### src/include/rom_defines.svh
`ifndef ROM_DEFINES_SVH
`define ROM_DEFINES_SVH

// graphics rom geometry shared by the load path

// one byte per prom word
`define ROM_DW 8

// address bits of the prom, 1k words
`define ROM_AW 10

// number of words the download can fill
// the byte counter is one bit wider so it can hold this value
`define ROM_DEPTH (1 << `ROM_AW)

`endif
### src/logic/rom_pkg.sv
package rom_pkg;

    // downloader sequencing
    typedef enum logic [1:0] {
        DL_IDLE = 2'd0, // waiting for dl_start
        DL_LOAD = 2'd1, // bytes are accepted, downloading is high
        DL_DONE = 2'd2  // single cycle, load_done pulse
    } dl_state_e;

    // read-back verifier sequencing
    typedef enum logic [1:0] {
        VF_IDLE  = 2'd0, // read port belongs to the game
        VF_SCAN  = 2'd1, // one read per cycle over 0..count-1
        VF_DRAIN = 2'd2, // last words still in flight through the prom
        VF_DONE  = 2'd3  // compare result out, verify_done pulse
    } vf_state_e;

    // byte sum modulo 256
    typedef logic [7:0] csum_t;

endpackage

### src/logic/rom_wr_if.sv
`timescale 1ns/1ps
`include "rom_defines.svh"

// download write port, loader to prom
interface rom_wr_if #(
    parameter int dw = `ROM_DW,
    parameter int aw = `ROM_AW
) ();

    logic [aw-1:0] addr;    // write address, sequential during a download
    logic [dw-1:0] data;    // byte to store
    logic          we;      // write strobe, one per accepted byte
    logic          downloading; // high from dl_start+1 to dl_end+1

    // the downloader owns everything on the bus
    modport loader (output addr, output data, output we, output downloading);

    // prom side only needs the write triple
    modport mem (input addr, input data, input we);

    // verifier watches for a new download so it can abort its scan
    modport mon (input downloading);

endinterface

### src/logic/rom_downloader.sv
`timescale 1ns/1ps
`include "rom_defines.svh"

// byte stream to sequential prom writes
// also keeps the byte count and running checksum for the verifier
module rom_downloader (
    input  logic                clk,
    input  logic                arst_n,
    input  logic                dl_start,   // pulse, opens a download
    input  logic                dl_valid,   // one byte on dl_data
    input  logic [`ROM_DW-1:0]  dl_data,
    input  logic                dl_end,     // pulse, closes the download
    rom_wr_if.loader            wr,
    output logic [`ROM_AW:0]    count,      // bytes stored so far
    output rom_pkg::csum_t      csum,       // sum of stored bytes
    output logic                load_done,  // one cycle after dl_end edge
    output logic                overflow    // bytes were dropped past the depth
);

    localparam logic [`ROM_AW:0] full_cnt = `ROM_DEPTH; // count at which the prom is full

    rom_pkg::dl_state_e state;
    logic               full;   // no room left
    logic               take;   // byte accepted this cycle
    logic               drop;   // byte refused, prom full

    assign full = (count == full_cnt);

    // dl_start and dl_end win over a byte in the same cycle
    // a byte taken with dl_end would be written after downloading fell
    assign take = (state == rom_pkg::DL_LOAD) && dl_valid && !dl_end && !dl_start && !full;
    assign drop = (state == rom_pkg::DL_LOAD) && dl_valid && !dl_end && !dl_start && full;

    assign wr.downloading = (state == rom_pkg::DL_LOAD);
    assign load_done      = (state == rom_pkg::DL_DONE); // state lasts one cycle

    // control state
    always_ff @(posedge clk or negedge arst_n) begin
        if (!arst_n) begin
            state    <= rom_pkg::DL_IDLE;
            count    <= '0;
            csum     <= '0;
            overflow <= 1'b0;
            wr.we    <= 1'b0;
        end else begin
            wr.we <= take; // write lands one cycle after the byte

            if (take) begin
                count <= count + 1'b1;
                csum  <= csum + dl_data; // wraps mod 256
            end
            if (drop) begin
                overflow <= 1'b1; // sticky until the next download
            end

            if (dl_start) begin
                // restart from any state, a late dl_start also restarts a running load
                state    <= rom_pkg::DL_LOAD;
                count    <= '0;
                csum     <= '0;
                overflow <= 1'b0;
            end else begin
                case (state)
                    rom_pkg::DL_LOAD: begin
                        if (dl_end) state <= rom_pkg::DL_DONE;
                    end
                    rom_pkg::DL_DONE: state <= rom_pkg::DL_IDLE;
                    default:          state <= rom_pkg::DL_IDLE; // idle waits for dl_start
                endcase
            end
        end
    end

    // write payload, address is the number of bytes taken before this one
    always_ff @(posedge clk) begin
        if (take) begin
            wr.addr <= count[`ROM_AW-1:0];
            wr.data <= dl_data;
        end
    end

endmodule

### src/flat_wrapper.sv
// flat-port wrapper written by rule: the top's interface ports become plain ports
module rom_downloader_flat 
  (clk, arst_n, dl_start, dl_valid, dl_data, dl_end, count, csum, load_done, overflow, wr_addr, wr_data, wr_we, wr_downloading);
  rom_wr_if wr_i ();
  input  logic clk;
  input  logic arst_n;
  input  logic dl_start;
  input  logic dl_valid;
  input  logic [`ROM_DW-1:0] dl_data;
  input  logic dl_end;
  output logic [`ROM_AW:0] count;
  output rom_pkg::csum_t csum;
  output logic load_done;
  output logic overflow;
  output wire logic [$bits(wr_i.addr)-1:0] wr_addr;
  output wire logic [$bits(wr_i.data)-1:0] wr_data;
  output wire logic [$bits(wr_i.we)-1:0] wr_we;
  output wire logic [$bits(wr_i.downloading)-1:0] wr_downloading;
  assign wr_addr = wr_i.addr;
  assign wr_data = wr_i.data;
  assign wr_we = wr_i.we;
  assign wr_downloading = wr_i.downloading;
  rom_downloader u_core (.clk(clk), .arst_n(arst_n), .dl_start(dl_start), .dl_valid(dl_valid), .dl_data(dl_data), .dl_end(dl_end), .wr(wr_i), .count(count), .csum(csum), .load_done(load_done), .overflow(overflow));
endmodule
### config.mk
export PLATFORM = sky130hd
export DESIGN_NAME = rom_downloader_flat
export DESIGN_NICKNAME = d
export VERILOG_FILES = /design/src/logic/rom_pkg.sv /design/src/logic/rom_wr_if.sv /design/src/logic/rom_downloader.sv /design/src/flat_wrapper.sv
export VERILOG_INCLUDE_DIRS = /design/src /design/src/include
export SDC_FILE = /design/constraint.sdc
export NUM_CORES = 1
export LEC_CHECK = 0
export ABC_AREA = 1
export BUFFER_PORTS_ARGS = -buffer_cell sky130_fd_sc_hd__buf_2
export CAP_MARGIN = 5
export CORE_ASPECT_RATIO = 0.7
export CORE_MARGIN = 2
export CORE_UTILIZATION = 45
export DETAILED_ROUTE_END_ITERATION = 7
export PLACE_DENSITY = 0.7
export SYNTH_ARGS = -nofsm -noshare
export SYNTH_HDL_FRONTEND = slang
export SYNTH_SLANG_ARGS = --single-unit
### constraint.sdc
create_clock -name clk -period 2.53 [get_ports clk]
set_clock_uncertainty 0.05 [all_clocks]
set_input_delay 0.6325 -clock clk [delete_from_list [all_inputs] [get_ports clk]]
set_output_delay 0.6325 -clock clk [all_outputs]
set_load 0.01 [all_outputs]
=== After elaboration in Yosys (flattened, before gate mapping) ===
Index checks and enable logic that the tools add are counted.

* Add/subtract/negate cells: 2
* Equal/unequal tests: 4
* Mux-type cells: 9
* Reduce and logical (&&, ||, !) cells: 10

{| class="wikitable"
|+ Operators by type and width
! kind !! count
|-
| $mux W11 || 2
|-
| $mux W8 || 2
|-
| $add A11 B1 Y11 const B || 1
|-
| $eq A11 B11 Y1 const B || 1
|-
| $add A8 B8 Y8 || 1
|-
| $mux W2 || 3
|-
| $logic_and A1 B1 Y1 || 5
|-
| $reduce_bool A2 Y1 || 2
|-
| $logic_not A1 Y1 || 3
|-
| $ne A3 B3 Y1 const B || 1
|-
| $eq A2 B1 Y1 const B || 1
|-
| $eq A2 B2 Y1 const B || 1
|-
| $mux W1 || 2
|}

* Flip-flop bits (word level): 41
* Bits of input ports: 13
* Output and inout port bits: 41
* Word-level logic and storage cells: 32

=== Logic depth before layout (Yosys ltp) ===
* Depth in word-level cells: 7
* Gate-level depth with buffers: 9
* Gate-level depth less buffers: 8

=== Least setup slack after synthesis ===
Ideal clock, no wire load.

* Path kind: input to register
* Start: input port dl_data[0]
* End: register u_core.csum[4]
* Setup time: 0.117 ns
* Arrival time: 1.641 ns
* Data required time: 2.363 ns
* Slack: 0.722 ns
* Stages: 7
* Path through: ha_1 fa_1 nand3_1 nand3_1 xor2_1 nand2_1 nand2_1

* Word-level cells in the longest chain between the ends: 3

{| class="wikitable"
|+ Ends and longest elaborated chain
! what !! RTL line !! source
|-
| from (decl) || flat_wrapper.sv:9 || <nowiki>input logic [`ROM_DW-1:0] dl_data;</nowiki>
|-
| $add A8 B8 Y8 || rom_downloader.sv:50 || <nowiki>csum <= csum + dl_data;</nowiki>
|-
| $mux W8 || rom_downloader.sv:48 || <nowiki>if (take) begin</nowiki>
|-
| $mux W8 || rom_downloader.sv:56 || <nowiki>if (dl_start) begin</nowiki>
|-
| to (signal assigned) || rom_downloader.sv:50 ||
|-
| to (decl) || rom_downloader.sv:15 || <nowiki>output rom_pkg::csum_t csum,</nowiki>
|}

No other way between the ends. The select of a mux whose other input is x is not followed.
A chain may end at the register's enable or synchronous reset.

=== Worst setup path after layout ===
* Start: register u_core.count[0]
* End: register u_core.count[9]

* Word-level cells in the longest chain between the ends: 4
* Elaborated cells on any way between the ends: 7
* Classes of those cells: add/sub: 1; eq/ne: 1; mux: 2; reduce/logical: 3

{| class="wikitable"
|+ Ends and longest elaborated chain
! what !! RTL line !! source
|-
| from (decl) || rom_downloader.sv:14 || <nowiki>output logic [`ROM_AW:0] count,</nowiki>
|-
| from (signal assigned) || rom_downloader.sv:49 || <nowiki>count <= count + 1'b1;</nowiki>
|-
| branches (longest 4 deep; another with $add A11 B1 Y11) || -- ||
|}

Several ways; the timed one is not identified. The select of a mux whose other input is x is not followed.

==> summary.md <==
| Metric | Value |
|---|---|
| Crit Path Max Fanout | `19` |
| Synth-to-Final Area Change | `18.8%` |
| Synth Register Bits | `between 40 and 50` |
| Most frequent cells in the layout | `nand2_1 (77), buf_2 (53), dfrtp_1 (23)` |
| Vert. Die Dim | `between 60 and 70 um` |
| Root Driver | `clkbuf_8` |
| Finished Layout Cells | `about 330` |
| FMAX | `560 MHz` |
| DRT iter0 DRCs | `roughly 110` |
| Gpl congestion | `0.851` |
| Clock H-tree levels | `2` |
| Tot GR Track Use | `17.0%` |
| Crit path capture type | `flip-flop` |
| Routed wire length | `about 4.0 mm` |
| GR Overflow Total | `0` |
| Worst setup SP type | `flip-flop` |
| Max-slew headroom | `64.0%` |
| Total core area | `~0.0044 sq mm` |
| Leak | `approximately 1.3 nW` |
| Routed Antenna Nets | `0` |
| RSZ-0062 raised after global routing | `false` |
| Placement Rows | `20` |
| CTS tree | `done` |
| # setup viols final | `0` |
| Worst-path clk slew | `0.07 ns` |
| Clk sink count | `41` |
| Syn nets | `246` |
| Syn avg cell area | `9.26 sq um` |
| Netlist cell types | `28` |
| Count of final hold-check violations | `0` |
| TritonCTS Buffers | `5` |
| Worst IR Drop VDD | `approximately 340 uV` |
| Final Max Slew Viols | `0` |
| DRT Pass-1 Iters | `6` |
| Period Utilization, post-route | `between 70% and 80%` |
| Port bufs | `53` |
| First-pass GRT wire length | `a little under 7 mm` |
| Hold buffer count at CTS | `0` |
| Warnings, synthesis | `0` |
| Ant. Diodes | `0` |
| CP required | `about 2.7 ns` |
| Setup_tns | `0 ns` |
| Status | `finished clean` |
| Hold/Removal Path Class | `in -> async` |
| Placed cell count | `326` |
| PostCTS Resize Cnt | `0` |
| Worst-skew pair later-pin latency | `0.28 ns` |
| Register area share after synthesis | `54.0%` |
| Critical path arrival | `approximately 2 ns` |
| Max-Cap Viols | `0` |
| Pre-CTS WS | `around 0.53 ns` |
| Min cycle time layout | `1.78 ns` |
| Die width | `between 80 and 90 um` |
| Post-CTS setup buffer count | `0` |
| Commonest non-fill, non-tap cell in the layout | `nand2_1` |
| Slew @ Worst Pin | `between 0.5 and 0.6 ns` |
| Layout cell share with drive strength beyond 1 | `between 20% and 30%` |
| Largest net degree at the start of global routing | `24` |
| Total chip power | `around 1.2 mW` |
| Drc violations | `0` |
| Detailed placement HPWL | `between 2 and 3 mm` |
| Die area | `0.00516 sq mm` |
| Vias/cell | `about 4.9` |
| Netlist Area Pre-Place | `0.00207 sq mm` |
| DR vias | `roughly 1,600` |
| I/O pins | `between 50 and 60` |
| Detail-routed net length per standard cell | `12.1 um` |
| CTS Buffer Depth | `2` |
| Vias in the first global route | `1,430` |
| Antenna violations before repair | `0` |
| Fin nets | `about 300` |
| Pwr/cell area | `roughly 510 mW/mm^2` |
| PnR worst setup slack | `0.746 ns` |
| Cells after Synth | `roughly 220` |
| Setup CP Type | `reg -> reg` |
| Initial Util | `a little under half` |
-- logic make-up after synthesis --
family	after synthesis	share of synthesized area, %
adders and majority gates	10	6.42
xor gates and xnor gates	7	2.97
AOI/OAI and AO/OA	7	2.06
and+or+nand+nor	130	28.7
buffers and inverters	28	5.81
DFF	41	54.0
-- state kept, by name, indices dropped and copies added (netlist names) --
signal,count
u_core.count,11
u_core.wr.addr,10
u_core.csum,8
u_core.wr.data,8
u_core.state,2
u_core.overflow,1
u_core.wr.we,1
-- worst paths after layout --
check	startpoint	to	slack, ns	cells past startpoint
worst max-delay path	u_core.count[0]	u_core.count[9]	0.75	9
worst min-delay path	arst_n	u_core.csum[2]	0.27	1
worst max register to register	u_core.count[0]	u_core.count[9]	0.75	9
worst min register to register	u_core.csum[3]	u_core.csum[3]	0.46	2
max in group asynchronous	arst_n	u_core.count[5]	1.79	1
min in group clk	u_core.csum[3]	u_core.csum[3]	0.46	2
-- per-stage QoR --
| stage | util, % | hold slack [ns] | cell area, sq um |
|---|---|---|---|
| floorplan | - | 0.287 | 2070 |
| global placement | 54.2 | 0.434 | 2370 |
| detailed placement | 54.2 | 0.440 | 2370 |
| CTS | 56.1 | 0.299 | 2450 |
| global route | 56.1 | 0.302 | 2450 |
| finish | 56.1 | 0.275 | 2450 |
-- critical path: stages (launching register included) --
cell and delay (ns):
dfrtp_1 0.47, inv_1 0.11, ha_1 0.16, nand3_2 0.09, nor2_2 0.15, nor2_4 0.04, buf_4 0.21, nor2_8 0.27
nand2_1 0.08, nand2_1 0.08
-- cell usage after synthesis --
cell      count  area share [%]
nand3b_1      1            0.36
a21oi_1       3            0.73
fa_1          1            0.97
nor2_4        1            0.55
nand4_2       1            0.61
nor2_2        3            0.91
xnor2_1       1            0.42
a21o_1        1            0.36
xor2_1        6             2.5
dfrtp_1      23              28
nand3_1      17             4.1
o21ai_0       1            0.24
nand2_1      77              14
buf_6         1            0.55
clkbuf_1      2            0.36
or2_2         1            0.30
nor2_1       14             2.5
nand3_2       1            0.48
buf_4         1            0.36
nor3_1        1            0.24
edfxtp_1     18              26
buf_2         3            0.73
nand4_1      12             3.6
inv_2         1            0.18
inv_1        20             3.6
o21bai_1      2            0.73
nor2_8        1            0.97
ha_1          9             5.5
-- power by group --
group	internal, mW	total [mW]	switching [mW]	leakage [nW]
Clock	0.194	0.401	0.207	0.0422
Sequential	0.708	0.718	0.00994	0.490
Combinational	0.0448	0.124	0.0791	0.801
Total	0.946	1.24	0.296	1.33
-- cell type report --
class / instances / area (sq um)
Clock inverter: 1 / 5.00
Timing Repair Buffer: 55 / 280
Multi-Input combinational cell: 154 / 830
Tap cell: 55 / 68.8
Sequential cell: 41 / 1120
Fill cell: 410 / 1920
Clock buffer: 7 / 76.3
Inverter: 21 / 78.8
-- metal layers --
| layer | track usage [%] | part of all wire [%] | routed length [um] |
|---|---|---|---|
| met5 | 0 | 0 | 0 |
| met3 | 5.17 | 6.8 | 275 |
| met4 | 4.76 | 0.67 | 27 |
| met2 | 24.3 | 41 | 1650 |
| met1 | 25.2 | 52 | 2090 |
Note: power is estimated with default switching activity, not from simulation.
