### src/include/rom_defines.svh
`ifndef ROM_DEFINES_SVH
`define ROM_DEFINES_SVH

// graphics rom geometry shared by the load path

// one byte per prom word
`define ROM_DW 8

// address bits of the prom, 1k words
`define ROM_AW 10

// number of words the download can fill
// the byte counter is one bit wider so it can hold this value
`define ROM_DEPTH (1 << `ROM_AW)

`endif
### src/logic/rom_pkg.sv
package rom_pkg;

    // downloader sequencing
    typedef enum logic [1:0] {
        DL_IDLE = 2'd0, // waiting for dl_start
        DL_LOAD = 2'd1, // bytes are accepted, downloading is high
        DL_DONE = 2'd2  // single cycle, load_done pulse
    } dl_state_e;

    // read-back verifier sequencing
    typedef enum logic [1:0] {
        VF_IDLE  = 2'd0, // read port belongs to the game
        VF_SCAN  = 2'd1, // one read per cycle over 0..count-1
        VF_DRAIN = 2'd2, // last words still in flight through the prom
        VF_DONE  = 2'd3  // compare result out, verify_done pulse
    } vf_state_e;

    // byte sum modulo 256
    typedef logic [7:0] csum_t;

endpackage

### src/logic/rom_wr_if.sv
`timescale 1ns/1ps
`include "rom_defines.svh"

// download write port, loader to prom
interface rom_wr_if #(
    parameter int dw = `ROM_DW,
    parameter int aw = `ROM_AW
) ();

    logic [aw-1:0] addr;    // write address, sequential during a download
    logic [dw-1:0] data;    // byte to store
    logic          we;      // write strobe, one per accepted byte
    logic          downloading; // high from dl_start+1 to dl_end+1

    // the downloader owns everything on the bus
    modport loader (output addr, output data, output we, output downloading);

    // prom side only needs the write triple
    modport mem (input addr, input data, input we);

    // verifier watches for a new download so it can abort its scan
    modport mon (input downloading);

endinterface

### src/logic/rom_verify.sv
`timescale 1ns/1ps
`include "rom_defines.svh"

// reads back the downloaded range, sums it and compares with the download sum
// owns the prom read port and lends it to the game while idle
module rom_verify (
    input  logic                clk,
    input  logic                arst_n,
    input  logic                load_done,  // pulse from the downloader
    input  logic [`ROM_AW:0]    count,      // words to scan
    input  rom_pkg::csum_t      csum,       // expected sum
    rom_wr_if.mon               wr,
    input  logic                ext_cen,    // game read strobe
    input  logic [`ROM_AW-1:0]  ext_addr,
    output logic                mem_cen,    // prom read port
    output logic [`ROM_AW-1:0]  mem_addr,
    input  logic [`ROM_DW-1:0]  q,          // prom read data
    output logic [`ROM_DW-1:0]  rd_q,       // game read data
    output logic                busy,
    output logic                verify_done,
    output logic                verify_ok
);

    rom_pkg::vf_state_e  state;
    logic [`ROM_AW:0]    scan_cnt;  // next address to read, one bit wider than the prom
    logic [`ROM_AW:0]    scan_nxt;
    logic                scan_rd;   // scan read issued this cycle
    logic                ext_rd;    // game read accepted this cycle
    logic                scan_tag;  // q now holds a scanned word
    logic                ext_tag;   // q now holds a game word
    rom_pkg::csum_t      sum;       // read-back sum
    logic [`ROM_DW-1:0]  q_hold;    // last game word, kept while the scan moves q

    assign scan_rd  = (state == rom_pkg::VF_SCAN);
    assign scan_nxt = scan_cnt + 1'b1;

    // load_done is included so the cycle between dl_end and the scan is covered
    assign busy   = wr.downloading || load_done || (state != rom_pkg::VF_IDLE);
    assign ext_rd = ext_cen && !busy; // game reads while busy are dropped

    // read port mux, the scan has it whenever it runs
    assign mem_cen  = scan_rd || ext_rd;
    assign mem_addr = scan_rd ? scan_cnt[`ROM_AW-1:0] : ext_addr;

    assign verify_done = (state == rom_pkg::VF_DONE);

    // game data straight from the prom the cycle after the read, held otherwise
    assign rd_q = ext_tag ? q : q_hold;

    always_ff @(posedge clk or negedge arst_n) begin
        if (!arst_n) begin
            state     <= rom_pkg::VF_IDLE;
            scan_cnt  <= '0;
            scan_tag  <= 1'b0;
            ext_tag   <= 1'b0;
            sum       <= '0;
            q_hold    <= '0;
            verify_ok <= 1'b0;
        end else begin
            scan_tag <= scan_rd && !wr.downloading; // no tag for a read cut off by an abort
            ext_tag  <= ext_rd;

            if (ext_tag) q_hold <= q;
            if (scan_tag) sum <= sum + q; // prom latency already paid

            if (wr.downloading) begin
                // a new download invalidates both the scan and the old result
                state     <= rom_pkg::VF_IDLE;
                verify_ok <= 1'b0;
            end else begin
                case (state)
                    rom_pkg::VF_IDLE: begin
                        if (load_done) begin
                            sum      <= '0;
                            scan_cnt <= '0;
                            // empty download skips straight to the compare
                            state <= (count == '0) ? rom_pkg::VF_DRAIN : rom_pkg::VF_SCAN;
                        end
                    end
                    rom_pkg::VF_SCAN: begin
                        scan_cnt <= scan_nxt;
                        if (scan_nxt == count) state <= rom_pkg::VF_DRAIN; // last read issued
                    end
                    rom_pkg::VF_DRAIN: begin
                        if (!scan_tag) begin // sum has taken the last word
                            verify_ok <= (sum == csum);
                            state     <= rom_pkg::VF_DONE;
                        end
                    end
                    default: state <= rom_pkg::VF_IDLE; // VF_DONE lasts one cycle
                endcase
            end
        end
    end

endmodule

### src/flat_wrapper.sv
// flat-port wrapper written by rule: the top's interface ports become plain ports
module rom_verify_flat 
  (clk, arst_n, load_done, count, csum, ext_cen, ext_addr, mem_cen, mem_addr, q, rd_q, busy, verify_done, verify_ok, wr_downloading);
  rom_wr_if wr_i ();
  input  logic clk;
  input  logic arst_n;
  input  logic load_done;
  input  logic [`ROM_AW:0] count;
  input  rom_pkg::csum_t csum;
  input  logic ext_cen;
  input  logic [`ROM_AW-1:0] ext_addr;
  output logic mem_cen;
  output logic [`ROM_AW-1:0] mem_addr;
  input  logic [`ROM_DW-1:0] q;
  output logic [`ROM_DW-1:0] rd_q;
  output logic busy;
  output logic verify_done;
  output logic verify_ok;
  input wire logic [$bits(wr_i.downloading)-1:0] wr_downloading;
  assign wr_i.downloading = wr_downloading;
  rom_verify u_core (.clk(clk), .arst_n(arst_n), .load_done(load_done), .count(count), .csum(csum), .wr(wr_i), .ext_cen(ext_cen), .ext_addr(ext_addr), .mem_cen(mem_cen), .mem_addr(mem_addr), .q(q), .rd_q(rd_q), .busy(busy), .verify_done(verify_done), .verify_ok(verify_ok));
endmodule
### config.mk
export PLATFORM = sky130hd
export DESIGN_NAME = rom_verify_flat
export DESIGN_NICKNAME = d
export VERILOG_FILES = /design/src/logic/rom_pkg.sv /design/src/logic/rom_wr_if.sv /design/src/logic/rom_verify.sv /design/src/flat_wrapper.sv
export VERILOG_INCLUDE_DIRS = /design/src /design/src/include
export SDC_FILE = /design/constraint.sdc
export NUM_CORES = 1
export LEC_CHECK = 0
export ABC_AREA = 1
export ABC_CLOCK_PERIOD_IN_PS = 4650
export BUFFER_PORTS_ARGS = -buffer_cell sky130_fd_sc_hd__buf_2
export CORE_MARGIN = 10
export CORE_UTILIZATION = 58
export CTS_BUF_LIST = sky130_fd_sc_hd__clkbuf_4
export DETAILED_ROUTE_END_ITERATION = 12
export PLACE_DENSITY = 0.84
export SYNTH_ARGS = -nofsm -noshare
export SYNTH_HDL_FRONTEND = slang
export SYNTH_SLANG_ARGS = --single-unit
### constraint.sdc
create_clock -name clk -period 4.65 [get_ports clk]
set_input_delay 0.2325 -clock clk [delete_from_list [all_inputs] [get_ports clk]]
set_output_delay 0.2325 -clock clk [all_outputs]
set_load 0.02 [all_outputs]
# --- Yosys cells after proc, flatten, opt, wreduce, memory -nomap -nowiden ---
# Cells that the tools add are included.
word_totals:
  regBits: 32
  latchBits: 0
  ramBits: 0
  romBits: 0
  in_bits: 42
  out_inout_bits: 22
  wordCells: 52
  memories: 0
op_classes:
  n_addsub: 2
  n_mul: 0
  div: 0
  n_lt_le_gt_ge: 0
  eq_ne: 10
  shifts: 0
  muxes: 17
  n_bitwise: 1
  reduce_logical: 15
ops:
  columns: ["operator", "count"]
  rows:
  - ["2-to-1 mux 8 bit", 5]
  - ["case mux 11 bit (2 select lines)", 1]
  - ["adder 11 x 1 -> 11 bit, second input constant", 1]
  - ["== test 11 bit", 1]
  - ["zero test 11 bit", 1]
  - ["2-to-1 mux 11 bit", 1]
  - ["2-to-1 mux 10 bit", 1]
  - ["2-to-1 mux 2 bit", 5]
  - ["inequality test 3 bit, second input constant", 3]
  - ["adder 8 bit", 1]
  - ["== test 8 bit", 1]
  - ["case mux 2 bit (3 select lines)", 1]
  - ["AND reduction 3 bit", 2]
  - ["nonzero test 2 bit", 3]
  - ["== test 2 bit, second input constant", 2]
  - ["inequality test 2 bit, second input constant", 2]
  - ["logical OR 1 bit", 3]
  - ["2-to-1 mux 1 bit", 3]
  - ["== test 2 x 1 -> 1 bit, second input constant", 1]
  - ["logical AND 1 bit", 2]
  - ["zero test 1 bit", 2]
  - ["zero test 2 bit", 1]
  - ["AND reduction 2 bit", 1]
  - ["inverter 1 bit", 1]

# --- Longest topological paths before layout ---
depth:
  word_depth: 5
  mapped_depth: 14
  mapped_depth_nobuf: 14

# --- Least setup slack after synthesis ---
# OpenSTA, ideal clock, no wires.
synth_path:
  path_kind: "reg2reg"
  start: "register u_core.sum[0]"
  end: "register u_core.sum[6]"
  setup_time_ns: 0.120
  arrival_ns: 1.774
  required_time_ns: 4.530
  path_slack_ns: 2.756
  path_stages_with_launch: 12
  n_path_buf: 0
  period_less_slack_ns: 1.894
  path_cell_list: "dfrtp_1 > ha_1 > fa_1 > nand2_1 > inv_1 > o21ai_0 > nand2_1 > a21oi_1 > o21bai_1 > xor2_1 > o21ai_0 > inv_1"
synth_between:
  elab_chain_cells: 5
synth_lines:
  columns: ["element", "line_no", "source"]
  rows:
  - ["start, declared", "rom_verify.sv:31", "rom_pkg::csum_t sum;"]
  - ["start signal, assigned", "rom_verify.sv:64", "if (scan_tag) sum <= sum + q;"]
  - ["adder 8 bit (*)", "rom_verify.sv:64", null]
  - ["2-to-1 mux 8 bit (*)", "rom_verify.sv:64", null]
  - ["2-to-1 mux 8 bit", "rom_verify.sv:73", "if (load_done) begin"]
  - ["2-to-1 mux 8 bit", "rom_verify.sv:71", "case (state)"]
  - ["2-to-1 mux 8 bit (*)", "rom_verify.sv:66", "if (wr.downloading) begin"]
# Mark *: on every way between the ends. The rest lies on a longest branch, timed or not.
# A chain may end at the register's enable or synchronous reset.

# --- Worst setup path in the final report ---
layout_path:
  start: "register u_core.state[1]"
  end: "register u_core.scan_cnt[2]"
layout_between:
  elab_chain_cells: 3
  word_cells_on_any_way: 6
  cone_classes: "eq/ne: 2; mux: 1; reduce/logical: 3"
layout_lines:
  columns: ["element", "line_no", "source"]
  rows:
  - ["start, declared", "rom_verify.sv:24", "rom_pkg::vf_state_e state;"]
  - ["start signal, assigned", "rom_verify.sv:52", "state <= rom_pkg::VF_IDLE;"]
  - ["start signal, assigned", "rom_verify.sv:68", "state <= rom_pkg::VF_IDLE;"]
  - ["start signal, assigned", "rom_verify.sv:77", "state <= (count == '0) ? rom_pkg::VF_DRAIN : rom_pkg::VF_SCAN;"]
  - ["== test 2 x 1 -> 1 bit or zero test 2 bit (tied branches)", "rom_verify.sv:71", null]
  - ["nonzero test 2 bit (no line) or inequality test 2 bit (tied branches)", null, null]
  - ["AND reduction 3 bit (no line)", null, null]
  - ["end signal, assigned", "rom_verify.sv:81", "scan_cnt <= scan_nxt;"]
  - ["end, declared", "rom_verify.sv:25", "logic [`ROM_AW:0] scan_cnt;"]
# Parallel ways exist; a longest one is shown, timed or not.

==> metrics.csv <==
stage,metric,value,unit
cts,cts_sinks,32,
cts,cts_setup_buffers,0,
route,ant_nets,0,
cts,clockBufferDepth,2,
yosys,yosys.area_share.simple,0.288,
yosys,async_reset_ff_frac,1.00,
min_path,hold_depth,3,
sta,max_freq,0.416,GHz
setup_path,worstPathRequired,4.90,ns
yosys,ys_types,31,
cts,cts_made_buffers,5,
outcome,status,finished clean,
yosys,avgSynthCellArea,7.37,um^2
flow_run,drv_cap,0,
power,irDropWorstVdd,346,uV
setup_path,path_max_fanout,15,
yosys,synth_compound_area_frac,0.122,
cts,cts.reportedPaths.clkPinSlew,0.09,ns
cts,cts.hold.buffers_added,1,
sta,setup_violations,0,
yosys,netlist.top_cell.by_area,dfrtp_1,
min_path,min_from,ext_cen,
setup_path,critPathKind,register to register,
yosys,synth_xor_area_frac,0.0497,
route,wl_per_cell,14.2,um
route,drt-total-wl,6030,um
yosys,synthFlopType,dfrtp_1,
yosys,ys_warn_count,0,
yosys,synthCells,311,
grt,grt-ovfl-total,0,
cts,cts_resized,0,
floorplanning,die_x,82.9,um
power,leakage,1.44,nW
sta,min_period,2.40,ns
placement,gp_congestion,0.895,
sta,tightestPinTransition,0.886,ns
yosys,synth_seq_cells,32,
yosys,yosysMostFrequentCell,nand2_1,
grt,grt_start_max_net_pins,33,
floorplanning,die_area,6860,um^2
setup_path,r2r-start,u_core.state[1],
cts,tritoncts,done,
placement,place_ws,2.32,ns
sta,timing.final.crit_share,0.517,
setup_path,rrSetupSlack,2.25,ns
cts,root_buffer,clkbuf_4,
grt,grt_pass1_vias,2223,
sta,setup_tns,0,ns
min_path,hp-class,input pin to register,
sta,rsz0062_at_grt,no,
grt,grt.total_usage,0.173,
grt,grt_pass1_wl,10400,um
yosys,synth-edff-count,0,
yosys,synth_top_family_by_area,simple AND/OR/NAND/NOR gates,
floorplanning,start_util,0.612,
finish,layout-drive-gt1-share,0.228,
finish,area_delta_synth_final,19.1,%
setup_path,arrival,2.65,ns
grt,grt_antenna_before_repair,0,
sta,finalWorstSetupSlack,2.25,ns
setup_path,crit_start,u_core.state[1],
route,drc_errors,0,
setup_path,r2r_end,u_core.scan_cnt[2],
finish,fin_cells,426,
yosys,synth_area_leaders,"dfrtp_1 (35%), nand2_1 (13%), inv_1 (6.7%)",
floorplanning,core_area,3740,um^2
setup_path,start_kind,register,
route,viasPerCell,5.32,
route,first_pass_iters,4,
yosys,synth.top_cell.area_share,0.350,
yosys,synth_mux_area_frac,0.0393,
sta,slew_headroom,0.394,
power,p_per_area,481,nW/um^2
yosys,yosysSeqAreaShare,0.350,
cts,worstSkewPairLatency,0.35,ns
placement,portBuffers,63,
finish,nets,432,
floorplanning,ios,64,
sta,drv_slew,0,
min_path,min_to,u_core.ext_tag,
finish,n_antenna_cell,0,
yosys,yosys.area_share.adder,0.0743,
cts,ctsHtreeMaxLevel,2,
floorplanning,std_cell_rows,22,
floorplanning,die_h,82.9,um
setup_path,end_kind,register,
yosys,syn_area,2290,um^2
yosys,synth_nets,366,
placement,dp_hpwl,4920,um
sta,finalClockSkew,0.0112,ns
sta,hold_viol,0,
route,first_iter_violations,171,
route,vias,2266,
placement,placed_cells,417,
yosys,synth_common_cells,"nand2_1 (77), inv_1 (41), dfrtp_1 (32)",
setup_path,reg2reg_depth,8,
critical path, cell delays in order, from the launching register on:
cell and delay (ns):
dfrtp_1 0.42, inv_1 0.12, ha_1 0.20, inv_1 0.08
nor3_1 0.61, inv_1 0.19, nand2_1 0.42, nand4_1 0.12
o21ai_0 0.13
flip-flops by register name, indices dropped and copies added, names as in the netlist:
register,count
u_core.scan_tag,1
u_core.q_hold,8
u_core.scan_cnt,11
u_core.verify_ok,1
u_core.ext_tag,1
u_core.sum,8
u_core.state,2
layout by cell type, fill, tap and decap left out, drive strengths merged, types with 2 or more instances in the layout:
master / count
a21oi: 9
buf: 63
clkbuf: 5
clkinv: 2
dfrtp: 32
ha: 12
inv: 41
mux2: 8
nand2: 79
nand3: 30
nand3b: 2
nand4: 5
nor2: 25
nor3: 5
nor4: 3
o21ai: 27
o22ai: 7
xnor2: 2
xor2: 11
worst max-delay path by stage:
stage | to
after floorplan | u_core.sum[6]
after global placement | u_core.scan_cnt[9]
after detailed placement | u_core.scan_cnt[2]
after CTS | u_core.scan_cnt[2]
after global routing | u_core.scan_cnt[9]
final | u_core.scan_cnt[2]
cell families after synthesis:
group	after synthesis
mux	8
simple gates	150
fa+ha+maj	13
flops	32
compound gates	49
buf+inv	46
xor+xnor	13
layout make-up:
class	instances	area [um^2]
clock inverters	3	37.5
flip-flops and latches	32	801
clock buffers	5	37.5
multi-input cells	233	1310
inverters	41	154
repair buffers	64	325
fillers	330	1010
well taps	48	60.1
where the power goes:
part,total [mW],switching [mW],internal [mW]
Sequential,0.436,0.0730,0.363
Clock,0.209,0.0996,0.110
Combinational,0.667,0.413,0.254
Total,1.31,0.586,0.727
metrics by stage:
stage	area, um^2	hold WS (ns)	power [mW]	utilization
finish	2730	0.116	1.31	0.729
global route	2730	0.126	1.42	0.729
CTS	2730	0.120	1.31	0.729
detailed placement	2640	0.321	1.11	0.706
global placement	2640	0.316	1.08	0.706
floorplan	2290	-0.0631	0.915	-
per-layer routing:
layer  GRT usage  share of wire
met5           0              0
met4      0.0492          0.013
met3      0.0459          0.067
met2       0.272           0.47
met1       0.226           0.45
Power figures use the tool's default switching activity.
